[config.mk]
export PLATFORM = sky130hd
export DESIGN_NAME = decode_stage
export DESIGN_NICKNAME = d
export VERILOG_FILES = /design/src/hdl/rv_decode_pkg.sv /design/src/hdl/decode_control.sv /design/src/hdl/imm_gen.sv /design/src/hdl/operand_mux.sv /design/src/hdl/next_pc_unit.sv /design/src/hdl/decode_stage.sv
export VERILOG_INCLUDE_DIRS = /design/src /design/src/hdl
export SDC_FILE = /design/constraint.sdc
export NUM_CORES = 1
export LEC_CHECK = 0
export BUFFER_PORTS_ARGS = -buffer_cell sky130_fd_sc_hd__buf_2
export CORE_MARGIN = 1.5
export CORE_UTILIZATION = 45
export CTS_CLUSTER_SIZE = 30
export DETAILED_ROUTE_END_ITERATION = 16
export GPL_TIMING_DRIVEN = 0
export PLACE_DENSITY_LB_ADDON = 0.05
export SYNTH_ARGS = -nofsm -noshare
export SYNTH_HDL_FRONTEND = slang
export SYNTH_SLANG_ARGS = --single-unit
[constraint.sdc]
create_clock -name clk -period 10 [get_ports clk]
set_clock_uncertainty 0.15 [all_clocks]
set_input_delay 3 -clock clk [delete_from_list [all_inputs] [get_ports clk]]
set_output_delay 3 -clock clk [all_outputs]
set_load 0.05 [all_outputs]
[src/hdl/rv_decode_macros.svh]
`ifndef RV_DECODE_MACROS_SVH
`define RV_DECODE_MACROS_SVH

// datapath and pc width
`define XLEN 32

// register index width
`define REG_ADDR_W 5

// no compressed instructions, so the pc always moves by a full word
`define PC_STEP 4

// base opcodes kept by this stage
`define OPC_LUI    7'b0110111
`define OPC_AUIPC  7'b0010111
`define OPC_JAL    7'b1101111
`define OPC_JALR   7'b1100111
`define OPC_BRANCH 7'b1100011
`define OPC_LOAD   7'b0000011
`define OPC_STORE  7'b0100011
`define OPC_OP_IMM 7'b0010011
`define OPC_OP     7'b0110011

// funct7 values for the shift and add/sub pairs
`define FUNCT7_BASE 7'b0000000
`define FUNCT7_ALT  7'b0100000

`endif

[src/hdl/rv_decode_pkg.sv]
`default_nettype none
`include "rv_decode_macros.svh"

package rv_decode_pkg;

  // R view, also used for opcode and funct fields of every format
  typedef struct packed {
    logic [6:0]             funct7;
    logic [`REG_ADDR_W-1:0] rs2;
    logic [`REG_ADDR_W-1:0] rs1;
    logic [2:0]             funct3;
    logic [`REG_ADDR_W-1:0] rd;
    logic [6:0]             opcode;
  } r_t;

  typedef struct packed {
    logic [11:0]            imm_11_0;
    logic [`REG_ADDR_W-1:0] rs1;
    logic [2:0]             funct3;
    logic [`REG_ADDR_W-1:0] rd;
    logic [6:0]             opcode;
  } i_t;

  typedef struct packed {
    logic [6:0]             imm_11_5;
    logic [`REG_ADDR_W-1:0] rs2;
    logic [`REG_ADDR_W-1:0] rs1;
    logic [2:0]             funct3;
    logic [4:0]             imm_4_0;
    logic [6:0]             opcode;
  } s_t;

  typedef struct packed {
    logic                   imm_12;
    logic [5:0]             imm_10_5;
    logic [`REG_ADDR_W-1:0] rs2;
    logic [`REG_ADDR_W-1:0] rs1;
    logic [2:0]             funct3;
    logic [3:0]             imm_4_1;
    logic                   imm_11;
    logic [6:0]             opcode;
  } b_t;

  typedef struct packed {
    logic [19:0]            imm_31_12;
    logic [`REG_ADDR_W-1:0] rd;
    logic [6:0]             opcode;
  } u_t;

  typedef struct packed {
    logic                   imm_20;
    logic [9:0]             imm_10_1;
    logic                   imm_11;
    logic [7:0]             imm_19_12;
    logic [`REG_ADDR_W-1:0] rd;
    logic [6:0]             opcode;
  } j_t;

  typedef union packed {
    r_t r;
    i_t i;
    s_t s;
    b_t b;
    u_t u;
    j_t j;
  } instr_u;

  typedef enum logic [2:0] {
    class_alu, class_load, class_store, class_branch, class_jump, class_illegal
  } op_class_e;

  typedef enum logic [3:0] {
    alu_add, alu_sub, alu_sll, alu_slt, alu_sltu, alu_xor, alu_srl, alu_sra, alu_or, alu_and
  } alu_op_e;

  typedef enum logic [2:0] {
    imm_none, imm_i, imm_s, imm_b, imm_u, imm_j
  } imm_fmt_e;

  // encoded as the branch funct3
  typedef enum logic [2:0] {
    cond_beq  = 3'b000,
    cond_bne  = 3'b001,
    cond_blt  = 3'b100,
    cond_bge  = 3'b101,
    cond_bltu = 3'b110,
    cond_bgeu = 3'b111
  } branch_cond_e;

  typedef enum logic [1:0] {
    jump_none, jump_jal, jump_jalr
  } jump_kind_e;

endpackage

`default_nettype wire

[src/hdl/decode_control.sv]
`timescale 1ns/10ps
`default_nettype none
`include "rv_decode_macros.svh"

module decode_control (
  input  var logic clk,
  input  var logic reset,
  input  var logic in_valid,
  input  var logic out_ready,
  input  var rv_decode_pkg::instr_u instr,
  output var logic in_ready,
  output var logic out_valid,
  output var logic load,
  // decoded from the incoming word, for the datapath
  output var rv_decode_pkg::imm_fmt_e imm_fmt,
  output var rv_decode_pkg::op_class_e dec_class,
  output var rv_decode_pkg::branch_cond_e branch_cond,
  output var rv_decode_pkg::jump_kind_e jump_kind,
  output var logic upper_pc,
  // held for the execute side
  output var rv_decode_pkg::op_class_e op_class,
  output var rv_decode_pkg::alu_op_e alu_op,
  output var logic [`REG_ADDR_W-1:0] rd,
  output var logic [2:0] mem_funct3
);

  logic [6:0] opcode;
  logic [2:0] funct3;
  logic f7_base;
  logic f7_alt;
  logic shamt_ok;
  logic no_rd;
  logic mem_op;
  rv_decode_pkg::alu_op_e f3_alu;
  rv_decode_pkg::alu_op_e dec_alu;

  assign opcode  = instr.r.opcode;
  assign funct3  = instr.r.funct3;
  assign f7_base = instr.r.funct7 == `FUNCT7_BASE;
  assign f7_alt  = instr.r.funct7 == `FUNCT7_ALT;

  // immediate shifts carry funct7 in the upper immediate bits
  assign shamt_ok = (funct3 == 3'b001) ? f7_base :
                    (funct3 == 3'b101) ? (f7_base || f7_alt) : 1'b1;

  always_comb begin
    case (funct3)
      3'b000:  f3_alu = rv_decode_pkg::alu_add;
      3'b001:  f3_alu = rv_decode_pkg::alu_sll;
      3'b010:  f3_alu = rv_decode_pkg::alu_slt;
      3'b011:  f3_alu = rv_decode_pkg::alu_sltu;
      3'b100:  f3_alu = rv_decode_pkg::alu_xor;
      3'b101:  f3_alu = rv_decode_pkg::alu_srl;
      3'b110:  f3_alu = rv_decode_pkg::alu_or;
      default: f3_alu = rv_decode_pkg::alu_and;
    endcase
  end

  // anything not matched below stays illegal
  always_comb begin
    dec_class   = rv_decode_pkg::class_illegal;
    dec_alu     = rv_decode_pkg::alu_add;
    imm_fmt     = rv_decode_pkg::imm_none;
    branch_cond = rv_decode_pkg::cond_beq;
    jump_kind   = rv_decode_pkg::jump_none;
    upper_pc    = 1'b0;
    case (opcode)
      `OPC_LUI, `OPC_AUIPC: begin
        dec_class = rv_decode_pkg::class_alu;
        imm_fmt   = rv_decode_pkg::imm_u;
        upper_pc  = opcode == `OPC_AUIPC;
      end
      `OPC_JAL: begin
        dec_class = rv_decode_pkg::class_jump;
        imm_fmt   = rv_decode_pkg::imm_j;
        jump_kind = rv_decode_pkg::jump_jal;
      end
      `OPC_JALR: if (funct3 == 3'b000) begin
        dec_class = rv_decode_pkg::class_jump;
        imm_fmt   = rv_decode_pkg::imm_i;
        jump_kind = rv_decode_pkg::jump_jalr;
      end
      `OPC_BRANCH: if (funct3[2:1] != 2'b01) begin
        dec_class   = rv_decode_pkg::class_branch;
        imm_fmt     = rv_decode_pkg::imm_b;
        branch_cond = rv_decode_pkg::branch_cond_e'(funct3);
      end
      `OPC_LOAD: if (funct3 != 3'b011 && funct3[2:1] != 2'b11) begin
        dec_class = rv_decode_pkg::class_load;
        imm_fmt   = rv_decode_pkg::imm_i;
      end
      `OPC_STORE: if (funct3[2] == 1'b0 && funct3 != 3'b011) begin
        dec_class = rv_decode_pkg::class_store;
        imm_fmt   = rv_decode_pkg::imm_s;
      end
      `OPC_OP_IMM: if (shamt_ok) begin
        dec_class = rv_decode_pkg::class_alu;
        imm_fmt   = rv_decode_pkg::imm_i;
        dec_alu   = f3_alu;
        if (funct3 == 3'b101 && f7_alt) begin
          dec_alu = rv_decode_pkg::alu_sra;
        end
      end
      `OPC_OP: begin
        if (f7_base) begin
          dec_class = rv_decode_pkg::class_alu;
          dec_alu   = f3_alu;
        end else if (f7_alt && funct3 == 3'b000) begin
          dec_class = rv_decode_pkg::class_alu;
          dec_alu   = rv_decode_pkg::alu_sub;
        end else if (f7_alt && funct3 == 3'b101) begin
          dec_class = rv_decode_pkg::class_alu;
          dec_alu   = rv_decode_pkg::alu_sra;
        end
      end
      default: ;
    endcase
  end

  // a slot frees up when empty or when the execute side takes it
  assign in_ready = !out_valid || out_ready;
  assign load     = in_valid && in_ready;

  always_ff @(posedge clk) begin
    if (reset) begin
      out_valid <= 1'b0;
    end else if (in_ready) begin
      out_valid <= in_valid;
    end
  end

  assign no_rd  = dec_class == rv_decode_pkg::class_branch ||
                  dec_class == rv_decode_pkg::class_store ||
                  dec_class == rv_decode_pkg::class_illegal;
  assign mem_op = dec_class == rv_decode_pkg::class_load ||
                  dec_class == rv_decode_pkg::class_store;

  always_ff @(posedge clk) begin
    if (reset) begin
      op_class   <= rv_decode_pkg::class_alu;
      alu_op     <= rv_decode_pkg::alu_add;
      rd         <= '0;
      mem_funct3 <= 3'b000;
    end else if (load) begin
      op_class   <= dec_class;
      alu_op     <= dec_alu;
      rd         <= no_rd ? '0 : instr.r.rd;
      mem_funct3 <= mem_op ? funct3 : 3'b000;
    end
  end

endmodule

`default_nettype wire

[src/hdl/imm_gen.sv]
`timescale 1ns/10ps
`default_nettype none
`include "rv_decode_macros.svh"

module imm_gen (
  input  var rv_decode_pkg::instr_u instr,
  input  var rv_decode_pkg::imm_fmt_e imm_fmt,
  output var logic [`XLEN-1:0] imm
);

  logic sign;

  // the sign bit sits at instr[31] in every format
  assign sign = instr.r.funct7[6];

  always_comb begin
    case (imm_fmt)
      rv_decode_pkg::imm_i: begin
        imm = {{20{sign}}, instr.i.imm_11_0};
      end
      rv_decode_pkg::imm_s: begin
        imm = {{20{sign}}, instr.s.imm_11_5, instr.s.imm_4_0};
      end
      rv_decode_pkg::imm_b: begin
        imm = {{19{sign}}, instr.b.imm_12, instr.b.imm_11,
               instr.b.imm_10_5, instr.b.imm_4_1, 1'b0};
      end
      rv_decode_pkg::imm_u: begin
        // upper 20 bits, low part zero
        imm = {instr.u.imm_31_12, 12'b0};
      end
      rv_decode_pkg::imm_j: begin
        imm = {{11{sign}}, instr.j.imm_20, instr.j.imm_19_12,
               instr.j.imm_11, instr.j.imm_10_1, 1'b0};
      end
      default: begin
        imm = '0;
      end
    endcase
  end

endmodule

`default_nettype wire

[src/hdl/operand_mux.sv]
`timescale 1ns/10ps
`default_nettype none
`include "rv_decode_macros.svh"

module operand_mux (
  input  var logic clk,
  input  var logic reset,
  input  var logic load,
  input  var rv_decode_pkg::op_class_e op_class,
  input  var rv_decode_pkg::jump_kind_e jump_kind,
  // u format marks lui and auipc, i format marks register-immediate ops
  input  var rv_decode_pkg::imm_fmt_e imm_fmt,
  input  var logic upper_pc,
  input  var logic [`XLEN-1:0] imm,
  input  var logic [`XLEN-1:0] pc,
  input  var logic [`XLEN-1:0] rs1_value,
  input  var logic [`XLEN-1:0] rs2_value,
  output var logic [`XLEN-1:0] operand_a,
  output var logic [`XLEN-1:0] operand_b,
  output var logic [`XLEN-1:0] mem_addr,
  output var logic [`XLEN-1:0] store_data
);

  logic [`XLEN-1:0] a_next;
  logic [`XLEN-1:0] b_next;
  logic [`XLEN-1:0] addr_next;
  logic [`XLEN-1:0] data_next;
  logic [`XLEN-1:0] eff_addr;

  assign eff_addr = rs1_value + imm;

  always_comb begin
    a_next    = rs1_value;
    b_next    = rs2_value;
    addr_next = '0;
    data_next = '0;
    if (jump_kind != rv_decode_pkg::jump_none) begin
      // link value is formed by the execute adder
      a_next = pc;
      b_next = `XLEN'(`PC_STEP);
    end else begin
      case (op_class)
        rv_decode_pkg::class_alu: begin
          if (imm_fmt == rv_decode_pkg::imm_u) begin
            a_next = upper_pc ? pc : '0;
            b_next = imm;
          end else if (imm_fmt == rv_decode_pkg::imm_i) begin
            b_next = imm;
          end
        end
        rv_decode_pkg::class_load: begin
          addr_next = eff_addr;
        end
        rv_decode_pkg::class_store: begin
          addr_next = eff_addr;
          data_next = rs2_value;
        end
        default: begin
          a_next = '0;
          b_next = '0;
        end
      endcase
    end
  end

  always_ff @(posedge clk) begin
    if (reset) begin
      operand_a  <= '0;
      operand_b  <= '0;
      mem_addr   <= '0;
      store_data <= '0;
    end else if (load) begin
      operand_a  <= a_next;
      operand_b  <= b_next;
      mem_addr   <= addr_next;
      store_data <= data_next;
    end
  end

endmodule

`default_nettype wire

[src/hdl/next_pc_unit.sv]
`timescale 1ns/10ps
`default_nettype none
`include "rv_decode_macros.svh"

module next_pc_unit (
  input  var logic clk,
  input  var logic reset,
  input  var logic load,
  input  var rv_decode_pkg::op_class_e op_class,
  input  var rv_decode_pkg::branch_cond_e branch_cond,
  input  var rv_decode_pkg::jump_kind_e jump_kind,
  input  var logic [`XLEN-1:0] imm,
  input  var logic [`XLEN-1:0] pc,
  input  var logic [`XLEN-1:0] rs1_value,
  input  var logic [`XLEN-1:0] rs2_value,
  output var logic [`XLEN-1:0] next_pc
);

  logic eq;
  logic lt_s;
  logic lt_u;
  logic taken;
  logic [`XLEN-1:0] jalr_sum;
  logic [`XLEN-1:0] pc_next;

  assign eq   = rs1_value == rs2_value;
  assign lt_s = $signed(rs1_value) < $signed(rs2_value);
  assign lt_u = rs1_value < rs2_value;

  always_comb begin
    case (branch_cond)
      rv_decode_pkg::cond_beq:  taken = eq;
      rv_decode_pkg::cond_bne:  taken = !eq;
      rv_decode_pkg::cond_blt:  taken = lt_s;
      rv_decode_pkg::cond_bge:  taken = !lt_s;
      rv_decode_pkg::cond_bltu: taken = lt_u;
      rv_decode_pkg::cond_bgeu: taken = !lt_u;
      default:                  taken = 1'b0;
    endcase
  end

  assign jalr_sum = rs1_value + imm;

  always_comb begin
    if (jump_kind == rv_decode_pkg::jump_jalr) begin
      // target lsb is always dropped
      pc_next = {jalr_sum[`XLEN-1:1], 1'b0};
    end else if (jump_kind == rv_decode_pkg::jump_jal ||
                 (op_class == rv_decode_pkg::class_branch && taken)) begin
      pc_next = pc + imm;
    end else begin
      pc_next = pc + `XLEN'(`PC_STEP);
    end
  end

  always_ff @(posedge clk) begin
    if (reset) begin
      next_pc <= '0;
    end else if (load) begin
      next_pc <= pc_next;
    end
  end

endmodule

`default_nettype wire

[src/hdl/decode_stage.sv]
`timescale 1ns/10ps
`default_nettype none
`include "rv_decode_macros.svh"

module decode_stage (
  input  var logic clk,
  input  var logic reset,
  // fetch side
  input  var logic in_valid,
  output var logic in_ready,
  input  var rv_decode_pkg::instr_u instr,
  input  var logic [`XLEN-1:0] pc,
  input  var logic [`XLEN-1:0] rs1_value,
  input  var logic [`XLEN-1:0] rs2_value,
  // execute side
  output var logic out_valid,
  input  var logic out_ready,
  output var rv_decode_pkg::op_class_e op_class,
  output var rv_decode_pkg::alu_op_e alu_op,
  output var logic [`REG_ADDR_W-1:0] rd,
  output var logic [2:0] mem_funct3,
  output var logic [`XLEN-1:0] operand_a,
  output var logic [`XLEN-1:0] operand_b,
  output var logic [`XLEN-1:0] mem_addr,
  output var logic [`XLEN-1:0] store_data,
  output var logic [`XLEN-1:0] next_pc
);

  logic load;
  logic upper_pc;
  logic [`XLEN-1:0] imm;
  rv_decode_pkg::imm_fmt_e imm_fmt;
  rv_decode_pkg::op_class_e dec_class;
  rv_decode_pkg::branch_cond_e branch_cond;
  rv_decode_pkg::jump_kind_e jump_kind;

  decode_control control0 (
    .clk         (clk),
    .reset       (reset),
    .in_valid    (in_valid),
    .out_ready   (out_ready),
    .instr       (instr),
    .in_ready    (in_ready),
    .out_valid   (out_valid),
    .load        (load),
    .imm_fmt     (imm_fmt),
    .dec_class   (dec_class),
    .branch_cond (branch_cond),
    .jump_kind   (jump_kind),
    .upper_pc    (upper_pc),
    .op_class    (op_class),
    .alu_op      (alu_op),
    .rd          (rd),
    .mem_funct3  (mem_funct3)
  );

  imm_gen imm0 (
    .instr   (instr),
    .imm_fmt (imm_fmt),
    .imm     (imm)
  );

  operand_mux operands0 (
    .clk        (clk),
    .reset      (reset),
    .load       (load),
    .op_class   (dec_class),
    .jump_kind  (jump_kind),
    .imm_fmt    (imm_fmt),
    .upper_pc   (upper_pc),
    .imm        (imm),
    .pc         (pc),
    .rs1_value  (rs1_value),
    .rs2_value  (rs2_value),
    .operand_a  (operand_a),
    .operand_b  (operand_b),
    .mem_addr   (mem_addr),
    .store_data (store_data)
  );

  next_pc_unit npc0 (
    .clk         (clk),
    .reset       (reset),
    .load        (load),
    .op_class    (dec_class),
    .branch_cond (branch_cond),
    .jump_kind   (jump_kind),
    .imm         (imm),
    .pc          (pc),
    .rs1_value   (rs1_value),
    .rs2_value   (rs2_value),
    .next_pc     (next_pc)
  );

endmodule

`default_nettype wire

### Word-level counts from Yosys, hierarchy flattened

Cells that the tools add are included.

| storage, ports and cells | value |
|---|---|
| flip-flop bits (word level) | 176 |
| input bits | 132 |
| output and inout port bits | 177 |
| logic and storage cells | 122 |

| operators by class | value |
|---|---|
| $add $sub $neg | 3 |
| order comparisons | 2 |
| equal/unequal tests | 36 |
| muxes and demuxes | 47 |
| bitwise logic cells | 1 |
| reduce and logical (&&, ||, !) cells | 23 |

Operators with widths:

| kind | count |
|---|---|
| 2-to-1 mux 32 bit | 12 |
| one-hot mux 32 bit (5 select lines) | 1 |
| one-hot mux 32 bit (2 select lines) | 2 |
| adder 32 bit | 2 |
| less-than comparator 32 bit | 2 |
| 2-to-1 mux 3 bit | 11 |
| adder 32 x 3 -> 32 bit (second input constant) | 1 |
| equality test 32 bit | 1 |
| equality test 3 bit (second input constant) | 10 |
| equality test 7 x 6 -> 1 bit (second input constant) | 4 |
| one-hot mux 4 bit (7 select lines) | 1 |
| one-hot mux 3 bit (8 select lines) | 1 |
| equality test 7 bit (second input constant) | 3 |
| one-hot mux 3 bit (7 select lines) | 1 |
| equality test 3 x 2 -> 1 bit (second input constant) | 6 |
| 2-to-1 mux 4 bit | 4 |
| equality test 7 x 5 -> 1 bit (second input constant) | 2 |
| equality test 3 x 1 -> 1 bit (second input constant) | 4 |
| zero test 3 bit | 3 |
| one-hot mux 4 bit (2 select lines) | 1 |
| equality test 7 x 2 -> 1 bit (second input constant) | 1 |
| zero test 7 bit | 1 |
| 2-to-1 mux 1 bit | 7 |
| logical AND 1 bit | 6 |
| other kinds (14) | 25 |

### Longest topological paths before layout

| depth | value |
|---|---|
| word-level depth | 12 |
| gate-level depth with buffers | 25 |
| depth with buffers taken out | 23 |

### By module

A second synthesis with hierarchy kept.

| second synthesis, totals | value |
|---|---|
| cells, all modules | 1,788 |
| area, all modules | 14,112.3 um^2 |

Modules (own cells, without submodules):

| module | instances | cells each | area an instance (um^2) |
|---|---|---|---|
| operand_mux | 1 | 763 | 6,631.4 |
| next_pc_unit | 1 | 808 | 5,936.9 |
| decode_control | 1 | 151 | 1,153.6 |
| imm_gen | 1 | 66 | 390.4 |

### Least setup slack after synthesis

OpenSTA, ideal clock, no wires.

| timing | value |
|---|---|
| kind | input -> register |
| from | input port instr[26] (netlist name) |
| to | register npc0.next_pc[25] |
| library setup time | 0.130 ns |
| arrival time | 8.120 ns |
| data required time | 9.720 ns |
| setup slack | 1.600 ns |
| stages | 22 |
| buffers on the path | 1 |
| cell sequence | buf_6 > or4_4 > o41a_1 > or2_1 > nand2_1 > nand2_1 > o21ai_0 > ha_1 > a211o_1 > o211ai_1 > a21oi_1 > o21ai_0 > a221oi_1 > nor3_1 > o21ai_1 > a2111oi_2 > a211oi_1 > maj3_2 > maj3_2 > a41oi_1 > xnor2_1 > o21ai_1 |

| between the ends | value |
|---|---|
| word-level cells in the longest chain between the ends | 11 |
| elaborated cells between the ends (all ways) | 27 |

RTL lines:

| what | RTL line | source |
|---|---|---|
| start: declaration | decode_stage.sv:11 | `input var rv_decode_pkg::instr_u instr,` |
| equality test 7 x 6 -> 1 bit (no source line) or zero test 7 bit (tied branches) | - |  |
| logical OR 1 bit or logical AND 1 bit (tied branches) | decode_control.sv:44, decode_control.sv:111 |  |
| 2-to-1 mux 1 bit or 2-to-1 mux 3 bit (tied branches) | decode_control.sv:44, decode_control.sv:111 |  |
| 2-to-1 mux 1 bit or 2-to-1 mux 3 bit (tied branches) | decode_control.sv:43, decode_control.sv:108 |  |
| 2-to-1 mux 1 bit (tied with other cells) | decode_control.sv:96 | `` `OPC_OP_IMM: if (shamt_ok) begin `` |
| one-hot mux 3 bit (7 select lines) or one-hot mux 3 bit (8 select lines) (tied branches) | decode_control.sv:67 | `case (opcode)` |
| equality test 3 bit (tied with other cells) | imm_gen.sv:17 | `case (imm_fmt)` |
| one-hot mux 32 bit (5 select lines) or logical AND 1 bit (tied branches) | imm_gen.sv:17, next_pc_unit.sv:49 |  |
| adder 32 bit or logical OR 1 bit (tied branches) | next_pc_unit.sv:50, next_pc_unit.sv:48 |  |
| 2-to-1 mux 32 bit | next_pc_unit.sv:48 | `end else if (jump_kind == rv_decode_pkg::jump_jal \|\|` |
| 2-to-1 mux 32 bit (*) | next_pc_unit.sv:45 | `if (jump_kind == rv_decode_pkg::jump_jalr) begin` |
| end signal: assignment | next_pc_unit.sv:60 | `next_pc <= pc_next;` |
| end: declaration | next_pc_unit.sv:16 | `` output var logic [`XLEN-1:0] next_pc `` |

Mark *: on every way between the ends. The rest lies on a longest branch, timed or not.
A chain may end at the register's enable or synchronous reset.

### Worst setup path in the final report

| timing | value |
|---|---|
| from | input port instr[4] (netlist name) |
| to | register npc0.next_pc[26] |

| between the ends | value |
|---|---|
| word-level cells in the longest chain between the ends | 8 |
| elaborated cells between the ends (all ways) | 36 |

RTL lines:

| what | RTL line |
|---|---|
| equality test 7 x 6 -> 1 bit (tied with other cells) | decode_control.sv:67 |
| OR reduction 2 bit or 2-to-1 mux 3 bit (tied branches) | decode_control.sv:67 |
| one-hot mux 3 bit (7 select lines) (tied with other cells) | decode_control.sv:67 |
| equality test 3 bit (tied with other cells) | imm_gen.sv:17 |
| one-hot mux 32 bit (5 select lines) or logical AND 1 bit (tied branches) | imm_gen.sv:17, next_pc_unit.sv:49 |
| adder 32 bit or logical OR 1 bit (tied branches) | next_pc_unit.sv:50, next_pc_unit.sv:48 |
| 2-to-1 mux 32 bit | next_pc_unit.sv:48 |
| 2-to-1 mux 32 bit (*) | next_pc_unit.sv:45 |

Marks and branches as above.

==> metrics <==
compound-gate portion of the synthesized area 30.6%; synthesized-area fraction occupied by adder cells under 10%; Iter 0 DRT Violations ~2,100; Startpoint Class input pin; sw power 0.723 mW; Placer Congestion ~1; CP most frequent cell o21ai_0; drt first pass iters 8; Max Buffers Root-to-Sink 2; vias in the first global route 14,400; VDD IR max 101 µV; Die ar. 30,100 µm²; Final Hold Fails 0; Rows 62; gr usage total approximately two fifths; Crit path buffers/inverters 4; Die Span Y approximately 170 µm; clock sinks roughly 180; post-route minimum period around 10 ns; worst path arrival time 9.97 ns; GRT Residual Overflow 0; core area 28,700 µm²; Post-Synth XOR/XNOR Area 6.35%; Worst-path clk slew ~0.08 ns; reg-to-reg startpoint control0.out_valid; actual slew at the worst max-slew pin about 1.5 ns; Mapped Nets just under 2,000; Power Internal approximately 1.2 mW; prevailing post-synth register cell dfxtp_1; hold bufs inserted after CTS 0; Largest delay share family, worst path compound AO/OA/AOI/OAI gates; Finished Cell Area around 16,000 µm²; io pins roughly 310; EDFF count, synth 0; final period utilization between 90% and 100%; WL final roughly 60 mm; drt drc 0; pwr/cell area between 100 and 150 nW/µm²; WL/cell 25.0 µm; slowest CP cell o31ai_1; main combinational cell family by area after synthesis compound AO/OA/AOI/OAI gates; Seq/Total Area, Yosys between 20% and 30%; top post-synthesis cells by area dfxtp_1 27%, nor2_1 7.1%, ha_1 6.0%; Leakage 6.86 nW; dpl hpwl between 40 and 50 mm; placed cell areas ~15,000 µm²; sequential share of power between 30% and 40%; combinational share of power roughly 25%; violated checks max-capacitance violations, max-slew violations; # setup viols final 0; post-CTS sizing 0; CTS tree yes; Mean Syn Cell Area between 7 and 8 µm²; top post-synthesis cells by count 247 x nor2_1, 176 x dfxtp_1, 146 x nand2_1, 106 x clkbuf_1, 103 x a21oi_1; Crit. path cell count 25; initial antenna violation count 2; routing usage on met1 between 50% and 60%; Mapped Area roughly 13,000 µm²; layout net count between 2,000 and 2,500; proportion of layout cells with a drive suffix above 1 18.3%; Fmax 102 MHz; mux cell area share after synthesis 1.17%; Syn Inst Count roughly 1,700; final hold slack slightly above 0.3 ns; total CTS buffers 17; RR Endpoint operands0.mem_addr[14]; count leader, synth nor2_1; Yosys warnings 0; Via density between 6 and 7; first-pass GRT wire length slightly below 90 mm; CP max FO 10; GR Util met2 a little over three fifths; RSZ-0062 raised after global routing false; largest net degree at the start of global routing 20; Max Cap Viol 1; starting density of the core between 40% and 50%; root buffer cell clkbuf_16; Simple-Gate Fraction of Synth Area a little over a fifth; Synth cell types a little under 100; Clock Latency Late Sink 0.44 ns; Yosys top cell area share 26.9%; Die Wd between 150 and 200 µm; status finished with violations; Tot Pwr just under 2 mW; Clk pwr share approximately 37%; grt met3 use between 6 and 7%; number of nets with antenna violations after routing 0; Sw Share a little under two fifths; post-synth top area cell dfxtp_1; CP endpoint kind register; Worst Setup EP npc0.next_pc[26]; register-to-register setup slack 6.56 ns; fin cells around 2,500; Final Slew Violations 11; R2R depth 7; I/O Buffers roughly 300; cell count after placement about 2,400; Max H-tree Level 4; setup TNS 0 ns; Post-CTS Setup Inserts 0; WP data required between 10 and 15 ns; hold crit path type register to register; Vias around 16,000; FFs w/ async S/R, synth 0%; slowest cell delay on critical path approximately 0.77 ns; GR peak layer met2; slew margin rel. -0.582%; Crit Path Category input pin to register; register bit count reported by yosys approximately 180; Setup crit start instr[4]; P&R area growth vs syn 19.7%
## how the worst min path moves through the flow
stage | start | cells after the start | slack [ns] | to
after floorplan | npc0.next_pc[27] | 2 | 0.51 | npc0.next_pc[27]
after global placement | control0.op_class[1] | 2 | 0.29 | control0.op_class[1]
after detailed placement | control0.op_class[1] | 2 | 0.30 | control0.op_class[1]
after CTS | control0.op_class[1] | 2 | 0.31 | control0.op_class[1]
after global routing | control0.op_class[1] | 2 | 0.32 | control0.op_class[1]
final | control0.op_class[1] | 2 | 0.31 | control0.op_class[1]
## through the flow
stage,setup WS [ns],util (%)
floorplan,1.60,-
global placement,-0.300,52.5
detailed placement,-0.307,52.5
CTS,0.145,54.6
global route,0.0128,54.6
finish,0.240,54.6
## power by group through the flow
stage | clock network [mW] | registers [mW] | logic, mW
floorplan | 0 | 0.828 | 0.222
global placement | 0 | 0.752 | 0.468
detailed placement | 0 | 0.752 | 0.470
CTS | 0.702 | 0.736 | 0.472
global route | 0.731 | 0.738 | 0.510
finish | 0.703 | 0.736 | 0.483
## cells by family (layout without fill, tap and decap cells)
kind of cell / Yosys count / after routing
other: 0 / 2
AOI/OAI and AO/OA: 559 / 559
DFF: 176 / 176
and+or+nand+nor: 621 / 621
xor gates and xnor gates: 95 / 95
buffers and inverters: 194 / 525
adders and majority gates: 80 / 80
muxes: 15 / 15
## state kept, by name, indices dropped and copies added (netlist names)
name and count:
control0.op_class 3, operands0.mem_addr 32, operands0.store_data 32, npc0.next_pc 32, control0.mem_funct3 3, control0.rd 5, operands0.operand_b 32, control0.alu_op 4
control0.out_valid 1, operands0.operand_a 32
## placed cells by master, fill, tap and decap left out, types with 18 or more instances in the layout
cell type,n
clkbuf_1,105
dfxtp_1,176
nor3_1,58
o31ai_1,18
inv_1,65
a221oi_1,37
nand2_1,146
nor2_1,247
a21oi_1,103
o21ai_0,84
o21a_1,18
a21o_1,25
nand3_1,41
xor2_1,35
a222oi_1,32
a211oi_1,25
xnor2_1,60
a22oi_1,71
ha_1,63
buf_2,306
nand4_1,25
## area by class of cell
cell class | count | area [µm²]
antenna | 2 | 5.00
buffer | 128 | 517
clock buffer | 17 | 425
clock inverter | 15 | 166
fill | 2969 | 13000
inverter | 66 | 248
multi-input combinational | 1370 | 8820
sequential | 176 | 3520
tap | 384 | 480
timing repair buffer | 299 | 1500
## metal layers
layer / wire length [µm] / share of wire (%) / up-vias
met5: 0 / 0 / -
met4: 2900 / 4.7 / 0
met3: 5610 / 9.1 / 158
met2: 28000 / 46 / 915
met1: 25000 / 41 / 7567
li1: - / - / 7064
## worst min-delay path, stage by stage, from the launching register on
cell	delay, ns
dfxtp_1	0.31
nand2_1	0.05
a21oi_1	0.05
(Power assumes the default switching activity.)
